**config.mk**
```make
export PLATFORM = sky130hd
export DESIGN_NAME = axi_write_xbar
export DESIGN_NICKNAME = d
export VERILOG_FILES = /design/src/hdl/axi_pkg.sv /design/src/hdl/xbar_pkg.sv /design/src/hdl/axi_w_if.sv /design/src/hdl/aw_decoder.sv /design/src/hdl/axi_write_xbar.sv /design/src/hdl/b_mux.sv /design/src/hdl/w_router.sv
export VERILOG_INCLUDE_DIRS = /design/src /design/src/hdl
export SDC_FILE = /design/constraint.sdc
export NUM_CORES = 1
export LEC_CHECK = 0
export BUFFER_PORTS_ARGS = -buffer_cell sky130_fd_sc_hd__buf_2
export CELL_PAD_IN_SITES_DETAIL_PLACEMENT = 0
export CELL_PAD_IN_SITES_GLOBAL_PLACEMENT = 1
export CORE_MARGIN = 3
export CORE_UTILIZATION = 25
export CTS_CLUSTER_DIAMETER = 30
export DETAILED_ROUTE_END_ITERATION = 16
export PLACE_DENSITY = 0.87
export SLEW_MARGIN = 20
export SYNTH_ARGS = -nofsm -noshare
export SYNTH_HDL_FRONTEND = slang
export SYNTH_HIERARCHICAL = 1
export SYNTH_SLANG_ARGS = --single-unit
export TNS_END_PERCENT = 5
```
**constraint.sdc**
```tcl
create_clock -name clk -period 2.3 [get_ports clk]
set_input_delay 0.23 -clock clk [delete_from_list [all_inputs] [get_ports clk]]
set_output_delay 0.23 -clock clk [all_outputs]
set_load 0.01 [all_outputs]
```
**src/hdl/axi_params.svh**
```systemverilog
`ifndef AXI_PARAMS_SVH
`define AXI_PARAMS_SVH

// Channel widths
`define AXI_ADDR_BITS 32
`define AXI_DATA_BITS 32
`define AXI_STRB_BITS (`AXI_DATA_BITS / 8)

// Slaves behind the write path
`define AXI_NUM_SLAVES 3

// Slave 0 window, 64 KiB at the bottom of the map
`define REGION0_BASE 32'h0000_0000
`define REGION0_MASK 32'hffff_0000

// Slave 1 window, next 64 KiB
`define REGION1_BASE 32'h0001_0000
`define REGION1_MASK 32'hffff_0000

`endif

```
**src/hdl/axi_pkg.sv**
```systemverilog
`include "axi_params.svh"

package axi_pkg;

  // Address and data payload
  typedef logic [`AXI_ADDR_BITS-1:0] addr_t;
  typedef logic [`AXI_DATA_BITS-1:0] data_t;

  // One enable bit per byte lane
  typedef logic [`AXI_STRB_BITS-1:0] strb_t;

  // Write response codes
  typedef enum logic [1:0] {
    RESP_OKAY   = 2'b00,
    RESP_EXOKAY = 2'b01,
    RESP_SLVERR = 2'b10,
    RESP_DECERR = 2'b11
  } resp_t;

endpackage

```
**src/hdl/xbar_pkg.sv**
```systemverilog
package xbar_pkg;

  // Slave picked by the address decode
  typedef enum logic [1:0] {
    SEL_S0 = 2'd0,
    SEL_S1 = 2'd1,
    SEL_S2 = 2'd2
  } slave_sel_t;

  // Write data router state, one lock per slave
  typedef enum logic [1:0] {
    LOCK_S0 = 2'd0,
    LOCK_S1 = 2'd1,
    LOCK_S2 = 2'd2,
    LOCK_NO = 2'd3
  } data_arb_lock_t;

  // Address decoder FSM
  typedef enum logic [1:0] {
    AW_IDLE   = 2'd0,
    AW_ADDR   = 2'd1,
    AW_WAIT_B = 2'd2
  } aw_state_t;

endpackage

```
**src/hdl/axi_w_if.sv**
```systemverilog
interface axi_w_if;
  import axi_pkg::*;

  data_t wdata;
  strb_t wstrb;
  logic  wlast;
  logic  wvalid;
  logic  wready;

  // Side that sends the beat
  modport master (
    output wdata, wstrb, wlast, wvalid,
    input  wready
  );

  // Side that accepts the beat
  modport slave (
    input  wdata, wstrb, wlast, wvalid,
    output wready
  );

endinterface

```
**src/hdl/aw_decoder.sv**
```systemverilog
`include "axi_params.svh"

module aw_decoder (
  input  logic                            clk,
  input  logic                            rstn,
  input  axi_pkg::addr_t                  m_awaddr,
  input  logic                            m_awvalid,
  output logic                            m_awready,
  output axi_pkg::addr_t                  s_awaddr,
  output logic [`AXI_NUM_SLAVES-1:0]      s_awvalid,
  input  logic [`AXI_NUM_SLAVES-1:0]      s_awready,
  input  logic                            b_done,
  output xbar_pkg::slave_sel_t            route,
  output logic                            route_valid
);
  import xbar_pkg::*;

  aw_state_t  state, state_next;
  slave_sel_t dec_sel;
  slave_sel_t route_q;
  logic       aw_hs;

  // Unmapped addresses fall to slave 2
  always_comb begin
    if ((m_awaddr & `REGION0_MASK) == `REGION0_BASE) begin
      dec_sel = SEL_S0;
    end else if ((m_awaddr & `REGION1_MASK) == `REGION1_BASE) begin
      dec_sel = SEL_S1;
    end else begin
      dec_sel = SEL_S2;
    end
  end

  always_ff @(posedge clk, negedge rstn) begin
    if (!rstn) begin
      state   <= AW_IDLE;
      route_q <= SEL_S0;
    end else begin
      state <= state_next;
      if (state == AW_IDLE && m_awvalid) begin
        route_q <= dec_sel;
      end
    end
  end

  always_comb begin
    state_next = state;
    case (state)
      AW_IDLE:   if (m_awvalid) state_next = AW_ADDR;
      AW_ADDR:   if (aw_hs) state_next = AW_WAIT_B;
      AW_WAIT_B: if (b_done) state_next = AW_IDLE;
      default:   state_next = AW_IDLE;
    endcase
  end

  // Strobe and ready pass straight through while the address is offered
  always_comb begin
    s_awvalid = '0;
    m_awready = 1'b0;
    if (state == AW_ADDR) begin
      s_awvalid[route_q] = m_awvalid;
      m_awready          = s_awready[route_q];
    end
  end

  assign aw_hs       = m_awvalid & m_awready;
  assign s_awaddr    = m_awaddr;
  assign route       = route_q;
  assign route_valid = (state == AW_WAIT_B);

  a_awvalid_onehot: assert property (@(posedge clk) disable iff (!rstn)
    $onehot0(s_awvalid));

endmodule

```
**src/hdl/axi_write_xbar.sv**
```systemverilog
`include "axi_params.svh"

module axi_write_xbar (
  input  logic                                 clk,
  input  logic                                 rstn,
  // Master AW
  input  axi_pkg::addr_t                       m_awaddr,
  input  logic                                 m_awvalid,
  output logic                                 m_awready,
  // Master W
  input  axi_pkg::data_t                       m_wdata,
  input  axi_pkg::strb_t                       m_wstrb,
  input  logic                                 m_wlast,
  input  logic                                 m_wvalid,
  output logic                                 m_wready,
  // Master B
  output axi_pkg::resp_t                       m_bresp,
  output logic                                 m_bvalid,
  input  logic                                 m_bready,
  // Slave AW
  output axi_pkg::addr_t [`AXI_NUM_SLAVES-1:0] s_awaddr,
  output logic           [`AXI_NUM_SLAVES-1:0] s_awvalid,
  input  logic           [`AXI_NUM_SLAVES-1:0] s_awready,
  // Slave W
  output axi_pkg::data_t [`AXI_NUM_SLAVES-1:0] s_wdata,
  output axi_pkg::strb_t [`AXI_NUM_SLAVES-1:0] s_wstrb,
  output logic           [`AXI_NUM_SLAVES-1:0] s_wlast,
  output logic           [`AXI_NUM_SLAVES-1:0] s_wvalid,
  input  logic           [`AXI_NUM_SLAVES-1:0] s_wready,
  // Slave B
  input  axi_pkg::resp_t [`AXI_NUM_SLAVES-1:0] s_bresp,
  input  logic           [`AXI_NUM_SLAVES-1:0] s_bvalid,
  output logic           [`AXI_NUM_SLAVES-1:0] s_bready
);
  import axi_pkg::*;
  import xbar_pkg::*;

  addr_t      aw_addr;
  slave_sel_t route;
  logic       route_valid;
  logic       b_done;

  axi_w_if m_w ();
  axi_w_if s_w [`AXI_NUM_SLAVES] ();

  assign m_w.wdata  = m_wdata;
  assign m_w.wstrb  = m_wstrb;
  assign m_w.wlast  = m_wlast;
  assign m_w.wvalid = m_wvalid;
  assign m_wready   = m_w.wready;

  // Slave side W and the shared AW address
  for (genvar i = 0; i < `AXI_NUM_SLAVES; i++) begin : g_slv
    assign s_wdata[i]     = s_w[i].wdata;
    assign s_wstrb[i]     = s_w[i].wstrb;
    assign s_wlast[i]     = s_w[i].wlast;
    assign s_wvalid[i]    = s_w[i].wvalid;
    assign s_w[i].wready  = s_wready[i];
    assign s_awaddr[i]    = aw_addr;
  end

  aw_decoder i_aw_decoder (
    .clk         (clk),
    .rstn        (rstn),
    .m_awaddr    (m_awaddr),
    .m_awvalid   (m_awvalid),
    .m_awready   (m_awready),
    .s_awaddr    (aw_addr),
    .s_awvalid   (s_awvalid),
    .s_awready   (s_awready),
    .b_done      (b_done),
    .route       (route),
    .route_valid (route_valid)
  );

  w_router i_w_router (
    .clk         (clk),
    .rstn        (rstn),
    .mst         (m_w),
    .slv0        (s_w[0]),
    .slv1        (s_w[1]),
    .slv2        (s_w[2]),
    .route       (route),
    .route_valid (route_valid)
  );

  b_mux i_b_mux (
    .route       (route),
    .route_valid (route_valid),
    .s_bresp     (s_bresp),
    .s_bvalid    (s_bvalid),
    .s_bready    (s_bready),
    .m_bresp     (m_bresp),
    .m_bvalid    (m_bvalid),
    .m_bready    (m_bready),
    .b_done      (b_done)
  );

endmodule

```
**src/hdl/b_mux.sv**
```systemverilog
`include "axi_params.svh"

module b_mux (
  input  xbar_pkg::slave_sel_t                      route,
  input  logic                                      route_valid,
  input  axi_pkg::resp_t [`AXI_NUM_SLAVES-1:0]      s_bresp,
  input  logic           [`AXI_NUM_SLAVES-1:0]      s_bvalid,
  output logic           [`AXI_NUM_SLAVES-1:0]      s_bready,
  output axi_pkg::resp_t                            m_bresp,
  output logic                                      m_bvalid,
  input  logic                                      m_bready,
  output logic                                      b_done
);
  import axi_pkg::*;

  // Only the routed slave is heard, and only while the write is open
  always_comb begin
    m_bvalid = 1'b0;
    m_bresp  = RESP_OKAY;
    s_bready = '0;
    if (route_valid) begin
      m_bvalid        = s_bvalid[route];
      m_bresp         = s_bresp[route];
      s_bready[route] = m_bready;
    end
  end

  // Master side handshake closes the write and frees the route
  assign b_done = m_bvalid & m_bready;

endmodule

```
**src/hdl/w_router.sv**
```systemverilog
module w_router (
  input  logic                 clk,
  input  logic                 rstn,
  axi_w_if.slave               mst,
  axi_w_if.master              slv0,
  axi_w_if.master              slv1,
  axi_w_if.master              slv2,
  input  xbar_pkg::slave_sel_t route,
  input  logic                 route_valid
);
  import axi_pkg::*;
  import xbar_pkg::*;

  data_arb_lock_t lock, lock_next;
  data_arb_lock_t route_lock;
  logic           lock_enter;
  logic [2:0]     lock_oh;
  logic [2:0]     slv_ready;
  logic [2:0]     slv_hs;

  // Beat register
  data_t          wdata_q;
  strb_t          wstrb_q;
  logic           wlast_q;

  always_comb begin
    case (route)
      SEL_S0:  route_lock = LOCK_S0;
      SEL_S1:  route_lock = LOCK_S1;
      default: route_lock = LOCK_S2;
    endcase
  end

  always_ff @(posedge clk, negedge rstn) begin
    if (!rstn) begin
      lock <= LOCK_NO;
    end else begin
      lock <= lock_next;
    end
  end

  // Lock per beat, release on the slave handshake
  always_comb begin
    lock_next = lock;
    case (lock)
      LOCK_NO: begin
        if (route_valid && mst.wvalid) begin
          lock_next = route_lock;
        end
      end
      LOCK_S0, LOCK_S1, LOCK_S2: begin
        if (|slv_hs) begin
          lock_next = LOCK_NO;
        end
      end
      default: lock_next = LOCK_NO;
    endcase
  end

  assign lock_enter = (lock == LOCK_NO) && (lock_next != LOCK_NO);

  always_ff @(posedge clk) begin
    if (lock_enter) begin
      wdata_q <= mst.wdata;
      wstrb_q <= mst.wstrb;
      wlast_q <= mst.wlast;
    end
  end

  assign lock_oh   = {lock == LOCK_S2, lock == LOCK_S1, lock == LOCK_S0};
  assign slv_ready = {slv2.wready, slv1.wready, slv0.wready};
  assign slv_hs    = lock_oh & slv_ready;

  // Master sees the ready of the locked slave only
  assign mst.wready = |slv_hs;

  assign slv0.wvalid = lock_oh[0];
  assign slv0.wdata  = lock_oh[0] ? wdata_q : '0;
  assign slv0.wstrb  = lock_oh[0] ? wstrb_q : '0;
  assign slv0.wlast  = lock_oh[0] & wlast_q;

  assign slv1.wvalid = lock_oh[1];
  assign slv1.wdata  = lock_oh[1] ? wdata_q : '0;
  assign slv1.wstrb  = lock_oh[1] ? wstrb_q : '0;
  assign slv1.wlast  = lock_oh[1] & wlast_q;

  assign slv2.wvalid = lock_oh[2];
  assign slv2.wdata  = lock_oh[2] ? wdata_q : '0;
  assign slv2.wstrb  = lock_oh[2] ? wstrb_q : '0;
  assign slv2.wlast  = lock_oh[2] & wlast_q;

  // Stalled beat keeps its payload and its target
  a_beat_stable: assert property (@(posedge clk) disable iff (!rstn)
    (|lock_oh && !mst.wready) |=>
      ($stable({wdata_q, wstrb_q, wlast_q}) && $stable(lock)));

  a_wvalid_onehot: assert property (@(posedge clk) disable iff (!rstn)
    $onehot0({slv2.wvalid, slv1.wvalid, slv0.wvalid}));

endmodule

```
==> flow_summary.ini, run 1 <==
[yosys]
ys_seq_elements = 43
yosysWarnings = 6
mappedNetlistArea_um2 = 3220
syn_nets = 414
avgSynthCellArea_um2 = 9.90
seq_area_frac_synth = 0.393
synth.distinct_cells = 33
netlist_instances = 325

[routing]
drc_errors = 0
drt_iter0_markers = 67
detail_route.vias_per_cell = 3.99
ant_nets = 0
first_pass_iters = 4
routed_wl_um = 8690
wire_per_inst_um = 13.7
via_count = 2528

[die]
start_util = 0.261
ioPinCount = 310
die-height_um = 119
die_area_um2 = 14300
die_w_um = 119
row_count = 40
core-area_um2 = 12300

[pwr]
pwr-share-clk = 0.300
power_frac_seq = 0.437
peakVddDrop_v = 0.000271
combPwrFrac = 0.264
power_density_nw_per_um2 = 583
p_sw_uw = 699
power_leakage_uw = 0.00212
p_sw_frac = 0.301
internal_power_uw = 1620

[critical_path]
crit_chain = nor2b_2 -> buf_4 -> and2_1 -> buf_2
crit_type = flop to output port
worstSetupEndpointType = output port
crit_path_max_fanout = 38
cp-start-kind = flop
crit_family = flip-flops
crit_path_top_delay_cell = dfstp_2
reg2reg_slack_ns = 0.59
path_buf_inv = 2
worstPathArrival_ns = 1.68
cp.required_ns = 2.07
cpPeakStageDelay_ns = 0.60

[clocking]
cts_setup_buffers = 0
cts_buffers = 5
cts_root_buf = clkbuf_16
clk_pin_slew_ns = 0.06
cts_resized = 0
cts_tree = built
worstSkewPairLatency_ns = 0.28
htree_levels = 2
cts_hold_buf = 1
ctsLongestPathBuffers = 2
clock_sinks = 43

[place]
io_buffers = 245
place_ws_ns = 0.344
place.gp.congestion = 0.785
hpwl_um = 6990

[global_routing]
track_usage = 0.113
first_global_vias = 2443
antenna_found_initial = 0
grt_max_degree = 40
overflow = 0
grt_first_pass_wirelength_um = 13000

[sta]
drv_slew = 0
rsz0062_at_grt = no
min_period_ns = 1.91
finalHoldViolCount = 0
max_freq_mhz = 525
skew_ns = 0.00465
tightest_slew_ns = 0.687
finalSetupTns_ns = 0
holdWs_ns = 0.120
setup_viol = 0
finalCritPeriodShare = 0.829
worst_slack_ns = 0.394
max_slew_margin = 0.541

[worst_hold_path]
hold_class = input port to flop

[cells_and_area]
mostFrequentLayoutCell = buf_2
layout.nets = 553
area_delta_synth_final_pct = 23.8
fillCellCount = 1277
final_cell_mix = 245 x buf_2, 113 x and2_1, 37 x edfxtp_1
antennaDiodeCount = 0
drive_gt1_frac = 0.576

[run_status]
outcome = completed

[flow_run]
drv_cap = 0
==> per-stage QoR <==
step           cell area, um^2  cells  total power, uW  utilization
6_report                  3990    633             2320        0.324
3_3_place_gp              3830    624             1640        0.311
4_1_cts                   3980    633             2380        0.323
2_1_floorplan             3220    325             1500            -
3_5_place_dp              3830    624             1660        0.311
5_1_grt                   3990    633             2470        0.324
==> routing by layer <==
layer	global-route usage	wire, um	part of all wire	vias to the layer above
li1	-	-	-	1221
met1	0.117	3000	0.35	1141
met2	0.224	4840	0.56	155
met3	0.0290	740	0.085	11
met4	0.0293	113	0.013	0
met5	0	0	0	-
==> worst reg2reg max path, stage by stage (launching register included) <==
cell	delay, ns
dfrtp_1	0.42
nor2b_1	0.39
nand4_1	0.23
clkinv_1	0.13
buf_12	0.23
==> layout make-up <==
cell class	count	area (um^2)	area share
clock inverters	2	12.5	0.00314
inverters	5	18.8	0.00471
multi-input cells	161	1090	0.273
clock buffers	6	129	0.0323
repair buffers	248	1260	0.317
well taps	168	210	0.0527
flip-flops and latches	43	1260	0.317
==> cell families (layout without fill, tap and decap cells) <==
| family | count (synthesis) | count (layout) | share of synthesized area |
|---|---|---|---|
| AO/OA/AOI/OAI | 11 | 11 | 0.0272 |
| AND/OR/NAND/NOR | 144 | 144 | 0.288 |
| multiplexers | 6 | 6 | 0.0194 |
| buffers and inverters | 121 | 261 | 0.273 |
| flip-flops | 43 | 43 | 0.393 |
==> registers in the layout, indices dropped and copies added, names as in the netlist <==
| register | cells |
|---|---|
| i_aw_decoder/route | 2 |
| i_aw_decoder/state | 2 |
| i_w_router/lock | 2 |
| i_w_router/wdata_q | 32 |
| i_w_router/wlast_q | 1 |
| i_w_router/wstrb_q | 4 |
==> cells in the mapped netlist, drive strengths merged <==
library cell | count | share of area
and3b | 1 | 0.0027
nor3b | 4 | 0.012
buf | 112 | 0.26
and2b | 1 | 0.0031
nand4 | 2 | 0.0039
nor3 | 4 | 0.0062
nor2b | 6 | 0.012
mux2 | 2 | 0.0070
nand2 | 3 | 0.0035
edfxtp | 37 | 0.35
nor2 | 3 | 0.0035
o21a | 1 | 0.0023
a211o | 1 | 0.0027
dfrtp | 4 | 0.031
clkbuf | 4 | 0.0058
inv | 5 | 0.0058
o22a | 1 | 0.0027
mux2i | 4 | 0.012
o2bb2ai | 2 | 0.0054
nor4 | 3 | 0.012
a2bb2oi | 2 | 0.0074
nand3b | 3 | 0.0070
o22ai | 1 | 0.0019
dfstp | 2 | 0.016
and3 | 1 | 0.0019
and2 | 113 | 0.22
o21ai | 3 | 0.0047
==> power groups by stage <==
stage | clock network (uW) | registers (uW) | logic (uW)
after floorplan | 0 | 1010 | 492
after global placement | 0 | 1020 | 613
after detailed placement | 0 | 1030 | 626
after CTS | 735 | 1010 | 629
after global routing | 766 | 1030 | 677
final | 696 | 1010 | 613
==> worst paths after layout <==
| kind | from | to | cells after the start |
|---|---|---|---|
| setup / recovery | i_w_router/lock[1]$_DFF_PN1_ | s_wdata[84] | 4 |
| hold / removal | m_wdata[29] | i_w_router/wdata_q[29]$_DFFE_PP_ | 1 |
| setup reg to reg | i_aw_decoder/state[1]$_DFFE_PN0P_ | i_w_router/wdata_q[0]$_DFFE_PP_ | 4 |
| hold reg to reg | i_w_router/lock[0]$_DFF_PN1_ | i_w_router/lock[0]$_DFF_PN1_ | 2 |
| max in group asynchronous | rstn | i_w_router/lock[0]$_DFF_PN1_ | 2 |
| min in group asynchronous | rstn | i_aw_decoder/route[1]$_DFFE_PN0P_ | 2 |
(Power assumes the default switching activity.)
==> inputs of run 2 (changes only) <==
--- a/config.mk
+++ b/config.mk
@@ -10,10 +10,10 @@
 export CELL_PAD_IN_SITES_DETAIL_PLACEMENT = 0
 export CELL_PAD_IN_SITES_GLOBAL_PLACEMENT = 1
 export CORE_MARGIN = 3
-export CORE_UTILIZATION = 25
+export CORE_UTILIZATION = 22
 export CTS_CLUSTER_DIAMETER = 30
 export DETAILED_ROUTE_END_ITERATION = 16
-export PLACE_DENSITY = 0.87
+export PLACE_DENSITY = 0.82
 export SLEW_MARGIN = 20
 export SYNTH_ARGS = -nofsm -noshare
 export SYNTH_HDL_FRONTEND = slang
==> constraint.sdc (replaced) <==
create_clock -name clk -period 1.7 [get_ports clk]
set_input_delay 0.17 -clock clk [delete_from_list [all_inputs] [get_ports clk]]
set_output_delay 0.17 -clock clk [all_outputs]
set_load 0.01 [all_outputs]
==> run 2 against run 1 <==
- the run now ends with negative setup slack left
- critical endpoint is now s_wdata[39]
- critical path depth did not move
- hold slack got worse by 0.060 ns
- critical path type unchanged
- sequential cell count did not move
- wire length rose by 1.4%
- die area rose by 13%
- largest cell class is now non-clock buffers
- final cell count rose by 4.3%
- combinational power rose by 55%
- global-route usage fell by 1.5 points
- non-clock buffer count rose by 15
- clock skew rose by 0.0011 ns
- first-iteration DRC count fell by 24%
- register-to-register slack got worse by 0.45 ns
==> flow_summary.ini, run 2 (synthesized netlist as in run 1, its figures left out) <==
[cells_and_area]
top_register = i_w_router/wdata_q
largest_reg_flops = 32
antennaDiodeCount = 0
finish.utilization = 0.298
largestRegisters = i_w_router/wdata_q x32, i_w_router/wstrb_q x4
final_cells = 660
final_area_um2 = 4210
drive_gt1_frac = 0.613
area_delta_synth_final_pct = 30.7
layout.nets = 568
mostFrequentLayoutCell = buf_2
final_cell_mix = 242 x buf_2, 110 x and2_1, 37 x edfxtp_1

[global_routing]
grt_first_pass_wirelength_um = 12300
grt_max_degree = 39
first_global_vias = 2261
track_usage = 0.0979
overflow = 0
antenna_found_initial = 1

[routing]
via_count = 2534
drt_iter0_markers = 51
drc_errors = 0
first_pass_iters = 4
wire_per_inst_um = 13.4
detail_route.vias_per_cell = 3.84
ant_nets = 0
routed_wl_um = 8820

[sta]
worst_slack_ns = -0.00263
setup_viol = 1
min_period_ns = 1.70
max_slew_margin = 0.848
finalHoldViolCount = 0
max_freq_mhz = 587
drv_slew = 0
holdWs_ns = 0.0594
finalCritPeriodShare = 1.00
skew_ns = 0.00571
tightest_slew_ns = 0.226
rsz0062_at_grt = yes

[critical_path]
crit_family = flip-flops
cpPeakStageDelay_ns = 0.57
crit_path_max_fanout = 38
path_buf_inv = 2
crit_chain = and2b_4 -> buf_12 -> and2_1 -> buf_2
crit_type = flop to output port
crit_path_top_delay_cell = dfstp_2
cp.required_ns = 1.53
worstSetupEndpointType = output port
worstPathArrival_ns = 1.53
cp-start-kind = flop

[place]
hpwl_um = 6890
io_buffers = 245
place.gp.congestion = 0.773
placed_cells = 643
placed_cell_area_um2 = 3930

[clocking]
cts_root_buf = clkbuf_16
clock_sinks = 43
cts_tree = built
clk_pin_slew_ns = 0.06
ctsLongestPathBuffers = 2
cts_buffers = 5
htree_levels = 2
worstSkewPairLatency_ns = 0.28

[flow_run]
drv_cap = 0

[die]
row_count = 43
ioPinCount = 310
die_w_um = 127
start_util = 0.228
die-height_um = 127
core-area_um2 = 14100
die_area_um2 = 16100

[pwr]
peakVddDrop_v = 0.000465
total_power_uw = 3290
power_leakage_uw = 0.00222
power_density_nw_per_um2 = 782

[run_status]
outcome = complete, but fails checks
violations = negative setup slack

[worst_hold_path]
hold_class = input port to flop
==> run 2: worst reg2reg max path, stage by stage, from the launching register on <==
cell	delay [ns]
dfstp_2	0.57
buf_4	0.13
nand4_1	0.19
clkinvlp_4	0.16
buf_12	0.20
==> run 2: power breakdown <==
part | leakage [uW] | internal, uW | switching (uW)
sequential | 0.000400 | 1280 | 84.5
combinational | 0.00175 | 464 | 487
clock | 0.0000739 | 583 | 386
total | 0.00222 | 2330 | 957
==> run 2: metal layers <==
layer  up-vias  GRT usage  part of all wire
met1      1145      0.108              0.37
met5         -          0            0.0015
met3        16     0.0320             0.079
li1       1255          -                 -
met2       116      0.180              0.54
met4         2     0.0259             0.010
==> run 2: layout make-up <==
type                       instances  area [um^2]
timing repair buffer             263         1420
inverter                           5         22.5
tap                              180          225
sequential                        43         1270
fill                            1532         9890
clock buffer                       7          143
clock inverter                     1         5.00
multi-input combinational        161         1120
==> run 2: worst paths after layout <==
kind,slack (ns),to,from,depth (start not counted)
max,-0.003,s_wdata[39],i_w_router/lock[1]$_DFF_PN1_,4
min,0.06,i_w_router/wdata_q[2]$_DFFE_PP_,m_wdata[2],1
max reg2reg,0.14,i_w_router/wdata_q[11]$_DFFE_PP_,i_w_router/lock[1]$_DFF_PN1_,4
min reg2reg,0.63,i_w_router/lock[0]$_DFF_PN1_,i_w_router/lock[0]$_DFF_PN1_,3
max in group asynchronous,1.24,i_w_router/lock[1]$_DFF_PN1_,rstn,2
min in group asynchronous,0.24,i_aw_decoder/state[0]$_DFFE_PN0P_,rstn,2
==> run 2: through the flow <==
stage	TNS (ns)	setup WS, ns
finish	-0.00263	-0.00263
global route	-1.73	-0.0529
CTS	-0.0301	-0.00516
detailed placement	0	0.214
global placement	0	0.232
floorplan	0	0.00826
==> run 2: repair_timing <==
item                       in CTS  in global routing
hold buffers                    1                  0
setup buffers                   3                  5
hold endpoints to repair        6                  0
setup endpoints to repair     100                 97
gates resized for setup         4                 15
pin swaps                       1                  2
